[src/common/fdiv_config.svh]
`ifndef FDIV_CONFIG_SVH
`define FDIV_CONFIG_SVH

// mantissa and quotient widths
`define FDIV_MANT_W 53
`define FDIV_QUOT_W 64
`define FDIV_EXT_W  11  // zero bits appended to the dividend

`define FDIV_ITERS  8   // 8 quotient bits per iteration
`define FDIV_IDX_W  7   // holds a bit position 0..63

`endif

[src/common/fdiv_pkg.sv]
`default_nettype none

`include "fdiv_config.svh"

package fdiv_pkg;

    // iterator state
    typedef enum logic [1:0] {
        ST_IDLE = 2'd0,
        ST_RUN  = 2'd1,
        ST_DONE = 2'd2
    } div_state_e;

    typedef struct packed {
        logic [`FDIV_MANT_W-1:0] dividend;
        logic [`FDIV_MANT_W-1:0] divisor;   // bit 52 must be set
    } div_req_t;

    // unnormalized result from the iterator
    typedef struct packed {
        logic [`FDIV_QUOT_W-1:0] quot;
        logic [`FDIV_MANT_W-1:0] rem;
        logic [`FDIV_IDX_W-1:0]  lead_idx;     // position of first one in quot
        logic                    lead_found;
    } div_raw_t;

    typedef struct packed {
        logic [`FDIV_QUOT_W-1:0] quot;         // raw quotient
        logic [`FDIV_MANT_W-1:0] rem;
        logic [`FDIV_IDX_W-1:0]  norm_shift;   // 63 - lead index
        logic                    zero;
    } div_res_t;

endpackage

`default_nettype wire

[src/hw/mant_div_top.sv]
`timescale 1ns/100ps
`default_nettype none

`include "fdiv_config.svh"

module mant_div_top (
    input  logic                    i_clk,
    input  logic                    i_rst,
    input  logic                    i_start,
    input  fdiv_pkg::div_req_t      i_req,
    output logic                    o_busy,
    output logic                    o_valid,
    output fdiv_pkg::div_res_t      o_res,
    output logic [`FDIV_QUOT_W-1:0] o_quot_norm
);

    fdiv_pkg::div_raw_t w_raw;
    logic               w_raw_valid;   // one cycle before o_valid

    idiv_iter u_iter (
        .i_clk       (i_clk),
        .i_rst       (i_rst),
        .i_start     (i_start),
        .i_req       (i_req),
        .o_busy      (o_busy),
        .o_raw_valid (w_raw_valid),
        .o_raw       (w_raw)
    );

    quot_norm u_norm (
        .i_clk       (i_clk),
        .i_rst       (i_rst),
        .i_raw_valid (w_raw_valid),
        .i_raw       (w_raw),
        .o_valid     (o_valid),
        .o_res       (o_res),
        .o_quot_norm (o_quot_norm)
    );

endmodule

`default_nettype wire

[src/hw/quot_norm.sv]
`timescale 1ns/100ps
`default_nettype none

`include "fdiv_config.svh"

// left-justifies the quotient using the lead index from the iterator
module quot_norm (
    input  logic               i_clk,
    input  logic               i_rst,
    input  logic               i_raw_valid,
    input  fdiv_pkg::div_raw_t i_raw,
    output logic               o_valid,
    output fdiv_pkg::div_res_t o_res,
    output logic [`FDIV_QUOT_W-1:0] o_quot_norm
);

    logic [`FDIV_IDX_W-1:0] w_shift;

    assign w_shift = `FDIV_IDX_W'(`FDIV_QUOT_W - 1) - i_raw.lead_idx;

    always_ff @(posedge i_clk) begin
        if (i_rst) begin
            o_valid <= 1'b0;
        end else begin
            o_valid <= i_raw_valid;
        end
    end

    always_ff @(posedge i_clk) begin
        if (i_raw_valid) begin
            o_res.quot <= i_raw.quot;
            o_res.rem  <= i_raw.rem;
            o_res.zero <= !i_raw.lead_found;
            if (i_raw.lead_found) begin
                o_res.norm_shift <= w_shift;
                o_quot_norm      <= i_raw.quot << w_shift;
            end else begin
                o_res.norm_shift <= '0;  // zero quotient
                o_quot_norm      <= '0;
            end
        end
    end

    // lead index from the stage must point at the actual leading one
    a_norm_msb: assert property (@(posedge i_clk) disable iff (i_rst)
        (o_valid && !o_res.zero) |-> o_quot_norm[`FDIV_QUOT_W-1])
        else $error("normalized quotient msb not set");

endmodule

`default_nettype wire

[src/idiv/div_stage.sv]
`timescale 1ns/100ps
`default_nettype none

`include "fdiv_config.svh"

// one radix-4 pass over a byte of the numerator, 4 digits of 2 bits each
module div_stage (
    input  logic                         i_mux_ena,    // still hunting for the lead bit
    input  logic [8*`FDIV_IDX_W-1:0]     i_muxind,     // 8 bit positions, msb field first
    input  logic [`FDIV_MANT_W+7:0]      i_dividend,   // residual then next byte
    input  logic [`FDIV_MANT_W-1:0]      i_divisor,
    output logic [`FDIV_MANT_W-1:0]      o_dif,        // new residual
    output logic [7:0]                   o_bits,
    output logic [`FDIV_IDX_W-1:0]       o_muxind,
    output logic                         o_muxind_rdy
);

    always_comb begin
        logic [`FDIV_MANT_W+1:0] divx2;
        logic [`FDIV_MANT_W+1:0] divx3;
        logic [`FDIV_MANT_W+8:0] sub3;
        logic [`FDIV_MANT_W+8:0] sub2;
        logic [`FDIV_MANT_W+8:0] sub1;
        logic [`FDIV_MANT_W+7:0] cur;
        logic [1:0]              dig;
        logic                    found;

        divx2 = {1'b0, i_divisor, 1'b0};
        divx3 = divx2 + {2'b0, i_divisor};

        cur      = i_dividend;
        o_bits   = '0;
        o_muxind = '0;
        found    = 1'b0;

        // substep s works at weight 4^(3-s)
        for (int s = 0; s < 4; s++) begin
            sub3 = {1'b0, cur} - ({7'b0, divx3} << (6 - 2 * s));
            sub2 = {1'b0, cur} - ({7'b0, divx2} << (6 - 2 * s));
            sub1 = {1'b0, cur} - ({9'b0, i_divisor} << (6 - 2 * s));

            // msb set means the subtraction went negative
            if (!sub3[`FDIV_MANT_W+8]) begin
                dig = 2'd3;
                cur = sub3[`FDIV_MANT_W+7:0];
            end else if (!sub2[`FDIV_MANT_W+8]) begin
                dig = 2'd2;
                cur = sub2[`FDIV_MANT_W+7:0];
            end else if (!sub1[`FDIV_MANT_W+8]) begin
                dig = 2'd1;
                cur = sub1[`FDIV_MANT_W+7:0];
            end else begin
                dig = 2'd0;  // residual unchanged
            end
            o_bits[7 - 2 * s -: 2] = dig;

            // digit 3 or 2 puts the lead one in the upper bit of the pair
            if (i_mux_ena && !found && (dig != 2'd0)) begin
                found = 1'b1;
                if (dig[1]) begin
                    o_muxind = i_muxind[8*`FDIV_IDX_W-1 - 2*`FDIV_IDX_W*s -: `FDIV_IDX_W];
                end else begin
                    o_muxind = i_muxind[7*`FDIV_IDX_W-1 - 2*`FDIV_IDX_W*s -: `FDIV_IDX_W];
                end
            end
        end

        o_dif        = cur[`FDIV_MANT_W-1:0];
        o_muxind_rdy = i_mux_ena && (|o_bits);
    end

    // a normalized divisor and an in-range residual keep the new residual below B
    always_comb begin
        if (i_divisor[`FDIV_MANT_W-1] && (i_dividend[`FDIV_MANT_W+7:8] < i_divisor)) begin
            a_dif_below_div: assert final (o_dif < i_divisor)
                else $error("div_stage residual not below divisor");
        end
    end

endmodule

`default_nettype wire

[src/idiv/idiv_iter.sv]
`timescale 1ns/100ps
`default_nettype none

`include "fdiv_config.svh"

// runs div_stage 8 times, one numerator byte per clock
module idiv_iter (
    input  logic               i_clk,
    input  logic               i_rst,
    input  logic               i_start,
    input  fdiv_pkg::div_req_t i_req,
    output logic               o_busy,
    output logic               o_raw_valid,
    output fdiv_pkg::div_raw_t o_raw
);

    fdiv_pkg::div_state_e    r_state;
    logic [2:0]              r_cnt;        // byte being processed
    fdiv_pkg::div_req_t      r_req;
    logic [`FDIV_MANT_W-1:0] r_rem;
    logic [`FDIV_QUOT_W-1:0] r_quot;
    logic [`FDIV_IDX_W-1:0]  r_lead_idx;
    logic                    r_lead_found;
    logic                    r_raw_valid;

    logic                    w_accept;
    logic                    w_run;
    logic [`FDIV_QUOT_W-1:0] w_numer;
    logic [7:0]              w_byte;
    logic [8*`FDIV_IDX_W-1:0] w_muxind;
    logic                    w_mux_ena;
    logic [`FDIV_MANT_W-1:0] w_dif;
    logic [7:0]              w_bits;
    logic [`FDIV_IDX_W-1:0]  w_lead;
    logic                    w_lead_rdy;

    assign w_accept  = (r_state == fdiv_pkg::ST_IDLE) && i_start;
    assign w_run     = (r_state == fdiv_pkg::ST_RUN);
    assign w_mux_ena = w_run && !r_lead_found;  // stop looking once latched

    assign w_numer = {r_req.dividend, {`FDIV_EXT_W{1'b0}}};
    assign w_byte  = w_numer[`FDIV_QUOT_W - 1 - 8 * r_cnt -: 8];  // msb byte first

    // quotient positions of the 8 bits produced this pass
    always_comb begin
        for (int j = 0; j < 8; j++) begin
            w_muxind[8*`FDIV_IDX_W-1 - `FDIV_IDX_W*j -: `FDIV_IDX_W] =
                `FDIV_IDX_W'(`FDIV_QUOT_W - 1 - 8 * r_cnt - j);
        end
    end

    div_stage u_stage (
        .i_mux_ena    (w_mux_ena),
        .i_muxind     (w_muxind),
        .i_dividend   ({r_rem, w_byte}),
        .i_divisor    (r_req.divisor),
        .o_dif        (w_dif),
        .o_bits       (w_bits),
        .o_muxind     (w_lead),
        .o_muxind_rdy (w_lead_rdy)
    );

    always_ff @(posedge i_clk) begin
        if (i_rst) begin
            r_state      <= fdiv_pkg::ST_IDLE;
            r_cnt        <= '0;
            r_lead_found <= 1'b0;
            r_raw_valid  <= 1'b0;
        end else begin
            r_raw_valid <= 1'b0;
            case (r_state)
                fdiv_pkg::ST_IDLE: begin
                    if (i_start) begin
                        r_state      <= fdiv_pkg::ST_RUN;
                        r_cnt        <= '0;
                        r_lead_found <= 1'b0;
                    end
                end
                fdiv_pkg::ST_RUN: begin
                    r_cnt <= r_cnt + 3'd1;
                    if (w_lead_rdy) begin
                        r_lead_found <= 1'b1;
                    end
                    if (r_cnt == 3'(`FDIV_ITERS - 1)) begin
                        r_state     <= fdiv_pkg::ST_DONE;
                        r_raw_valid <= 1'b1;
                    end
                end
                fdiv_pkg::ST_DONE: begin
                    // extra cycle covers the normalizer output slot
                    if (!r_raw_valid) begin
                        r_state <= fdiv_pkg::ST_IDLE;
                    end
                end
                default: r_state <= fdiv_pkg::ST_IDLE;
            endcase
        end
    end

    always_ff @(posedge i_clk) begin
        if (w_accept) begin
            r_req  <= i_req;
            r_rem  <= '0;
            r_quot <= '0;
        end else if (w_run) begin
            r_rem  <= w_dif;
            r_quot <= {r_quot[`FDIV_QUOT_W-9:0], w_bits};
        end
        if (w_lead_rdy) begin
            r_lead_idx <= w_lead;  // only first ready gets here
        end
    end

    assign o_busy      = w_run || r_raw_valid;
    assign o_raw_valid = r_raw_valid;

    assign o_raw.quot       = r_quot;
    assign o_raw.rem        = r_rem;
    assign o_raw.lead_idx   = r_lead_idx;
    assign o_raw.lead_found = r_lead_found;

    a_start_norm: assert property (@(posedge i_clk) disable iff (i_rst)
        w_accept |-> i_req.divisor[`FDIV_MANT_W-1])
        else $error("start with unnormalized divisor");

    a_raw_pulse: assert property (@(posedge i_clk) disable iff (i_rst)
        o_raw_valid |=> !o_raw_valid)
        else $error("o_raw_valid high two cycles in a row");

endmodule

`default_nettype wire

[config.mk]
export PLATFORM = sky130hd
export DESIGN_NAME = mant_div_top
export DESIGN_NICKNAME = d
export VERILOG_FILES = /design/src/common/fdiv_pkg.sv /design/src/hw/mant_div_top.sv /design/src/hw/quot_norm.sv /design/src/idiv/div_stage.sv /design/src/idiv/idiv_iter.sv
export VERILOG_INCLUDE_DIRS = /design/src /design/src/common
export SDC_FILE = /design/constraint.sdc
export NUM_CORES = 2
export LEC_CHECK = 0
export BUFFER_PORTS_ARGS = -buffer_cell sky130_fd_sc_hd__buf_2
export CORE_AREA = 5 5 447 449
export CTS_BUF_LIST = sky130_fd_sc_hd__clkbuf_8
export DETAILED_ROUTE_END_ITERATION = 8
export DIE_AREA = 0 0 452 454
export PLACE_DENSITY = 0.45
export SETUP_SLACK_MARGIN = 0.02
export SYNTH_ARGS = -nofsm -noshare
export SYNTH_HDL_FRONTEND = slang
export SYNTH_SLANG_ARGS = --single-unit
[constraint.sdc]
create_clock -name i_clk -period 49.5 [get_ports i_clk]
set_clock_uncertainty 0.05 [all_clocks]
set_input_delay 9.9 -clock i_clk [delete_from_list [all_inputs] [get_ports i_clk]]
set_output_delay 9.9 -clock i_clk [all_outputs]
set_load 0.02 [all_outputs]
==> flow_metrics.py <==
metrics = {
    "cts": {
        "cts_resized": 0,
        "cts_setup_buffers": 0,
        "cts_tree": "built",
        "htreeDepth": 3,
        "cts_buffer_depth": 3,
        "numCtsBuffers": 84,
        "root_buffer": "clkbuf_8",
        "path_clk_slew_ns": 0.07,
        "cts_hold_buf": 0,
        "insertion_delay_ns": 0.89,
        "clock-sinks": 425,
    },
    "setup_path": {
        "crit_type": "reg2reg",
        "r2r_end": "u_iter.r_rem[50]",
        "critPathArrivalTime_ns": 28.29,
        "endpoint": "u_iter.r_rem[50]",
        "cp-start-kind": "flip-flop",
        "cp-startpoint": "u_iter.r_req[1]",
        "crit_required_ns": 50.18,
        "r2r_start": "u_iter.r_req[1]",
        "crit_path_max_incr_delay_ns": 0.85,
        "critPathMaxFanout": 47,
        "crit_slowest_cell": "a2111oi_0",
        "critical_path.endpoint_type": "flip-flop",
        "reg2reg_depth": 95,
        "crit_top_cell": "a21oi_1",
        "ff2ff_setup_slack_ns": 21.89,
    },
    "sta": {
        "holdWs_ns": 0.4360,
        "tightest_slew_ns": 1.357,
        "layout_min_cycle_time_ns": 27.61,
        "fin_setup_tns_ns": 0,
        "rsz0062_at_grt": "no",
        "setup_ws_ns": 21.89,
        "fmax_mhz": 36.22,
        "relSlewSlack_pct": 8.544,
        "report.final.hold_viol_count": 0,
        "final.period_utilization_pct": 55.78,
        "slew_viol_final": 0,
        "setup_viol": 0,
    },
    "drt": {
        "vias": 59330,
        "first_pass_iters": 8,
        "routedWlPerCell_um": 24.61,
        "drc": 0,
        "ant_nets": 0,
        "routed_wl_mm": 254.6,
        "drtIter0Drc": 5759,
        "vias_per_cell": 5.737,
    },
    "grt": {
        "globalRouteTotalUtil_pct": 23.73,
        "grt_max_degree": 84,
        "use_met3_pct": 3.233,
        "grt_util_met2_pct": 36.36,
        "antenna_found_initial": 13,
        "grt_first_pass_wirelength_mm": 369.3,
        "grt_busiest_layer": "met2",
        "grt.overflow.total": 0,
        "grt_use_met1_pct": 34.97,
        "grt_pass1_vias": 56400,
    },
    "worst_hold_path": {
        "hold_path_class": "reg2reg",
    },
    "synth": {
        "synthesis.nets": 8174,
        "synth_area_mm2": 0.05825,
        "ys_warn_count": 0,
        "synth_seq_cells": 425,
        "async_flop_share_pct": 0,
        "synth_edf_count": 300,
        "synth_ff_type": "edfxtp_1",
        "synthCells": 7360,
        "synth_top_area_share_pct": 15.46,
        "yosysUniqueCellTypes": 116,
        "yosys.area.top_type": "edfxtp_1",
        "synth.avg_cell_area_um2": 7.915,
        "ys_seq_area_share_pct": 19.76,
        "synth_area_leaders": "edfxtp_1, ha_1, a21oi_1",
    },
    "placement": {
        "dp_slack_ns": 22.20,
        "gp_congestion": 0.9542,
        "port_buffers": 298,
        "dp.cells": 10180,
        "hpwl_mm": 208.7,
    },
    "cells_and_area": {
        "syn_to_final_growth_pct": 12.46,
        "drive_gt1_share_pct": 10.77,
        "final_cell_mix": "a21oi_1, nand2_1, ha_1",
        "final_common_cell": "a21oi_1",
        "layout.cells.non_filler": 10340,
        "nets": 8524,
    },
    "floorplanning": {
        "ios": 300,
        "die_y_um": 454,
        "core_mm2": 0.1958,
        "rows": 163,
        "start_util_pct": 29.75,
        "die_area_mm2": 0.2052,
        "die_w_um": 452,
    },
    "outcome": {
        "status": "completed",
    },
    "flow_run": {
        "drv_cap": 0,
    },
}
sequential cells by signal, indices dropped and copies added, names as in the netlist:
signal               cells
u_iter.r_lead_found      1
u_iter.r_rem            53
u_iter.r_state           2
u_iter.o_raw_valid       1
u_norm.o_valid           1
u_norm.o_res           124
u_norm.o_quot_norm      64
u_iter.r_quot           64
u_iter.r_cnt             3
u_iter.r_req           106
u_iter.r_lead_idx        6
cell type report:
class / count / area, um2
multi-input cells: 6423 / 44910
inverters: 262 / 988.4
fillers: 20860 / 130300
flip-flops and latches: 425 / 11510
repair buffers: 514 / 3113
diodes: 7 / 17.52
clock inverters: 63 / 504.2
well taps: 2557 / 3199
clock buffers: 92 / 1266
critical path, delay by kind of cell (launching register included):
family	cells	cell delay, ns
AOI/OAI and AO/OA	55	14.88
buffers and inverters	8	2.62
adders and majority gates	5	1.94
and+or+nand+nor	24	5.78
xor gates and xnor gates	1	0.12
DFF	1	0.82
muxes	2	1.05
worst min path at each step:
stage,slack (ns),to,start,depth (start not counted)
final,0.44,u_iter.r_quot[30],u_iter.r_quot[22],2
after global routing,0.44,u_iter.r_quot[25],u_iter.r_quot[17],2
after CTS,0.43,u_iter.r_quot[25],u_iter.r_quot[17],2
after detailed placement,0.43,u_iter.r_quot[56],u_iter.r_quot[56],2
after global placement,0.44,u_iter.r_quot[56],u_iter.r_quot[56],2
after floorplan,0.38,u_norm.o_res[124],u_iter.r_quot[63],0
kinds of logic after synthesis:
family	Yosys count	synth area share (%)
AO/OA/AOI/OAI	2648	29.45
AND/OR/NAND/NOR	2275	18.48
adder cells (fa/ha/maj)	708	15.36
XOR/XNOR	570	8.570
buffers and inverters	512	3.411
flip-flops	425	19.76
multiplexers	221	4.959
other	1	0.006437
cell usage after synthesis, types with 24 or more instances:
cell type  number
ha_1          692
a31oi_1        96
a222oi_1       24
nand3_1       214
o21bai_1       98
mux2_2         43
o21ai_0       510
nand2_1       703
and2_1         60
a2111oi_0      26
inv_1         256
a21boi_0       37
mux2i_1       126
nor2_1        624
nor3_1        110
o211ai_1       99
o21a_1        125
xnor2_1       370
o22ai_1        36
nand4_1        47
buf_1          51
mux4_2         49
xor2_1        200
edfxtp_1      300
a21oi_1       747
o31ai_1        50
nand2b_1      127
and3_1         73
dfxtp_1       125
a221oi_1       28
a21o_1        346
or3_1          47
clkbuf_1      173
o21ai_1        29
a211oi_1      124
nor2b_1       135
stage by stage:
stage / utilization (%) / area [um2]
global route: 33.45 / 65500
CTS: 33.45 / 65490
finish: 33.46 / 65510
global placement: 32.55 / 63720
detailed placement: 32.55 / 63720
floorplan: - / 58250
routing by layer:
layer  up-vias  wire (um)
li1      28370          -
met1     28510     122500
met2      2149     107100
met3       297      18500
met4        10       6381
met5         -         75
Power is left out: the tool's default activity adds up to more than one toggle a clock period on the data nets, which glitch-free logic cannot reach.
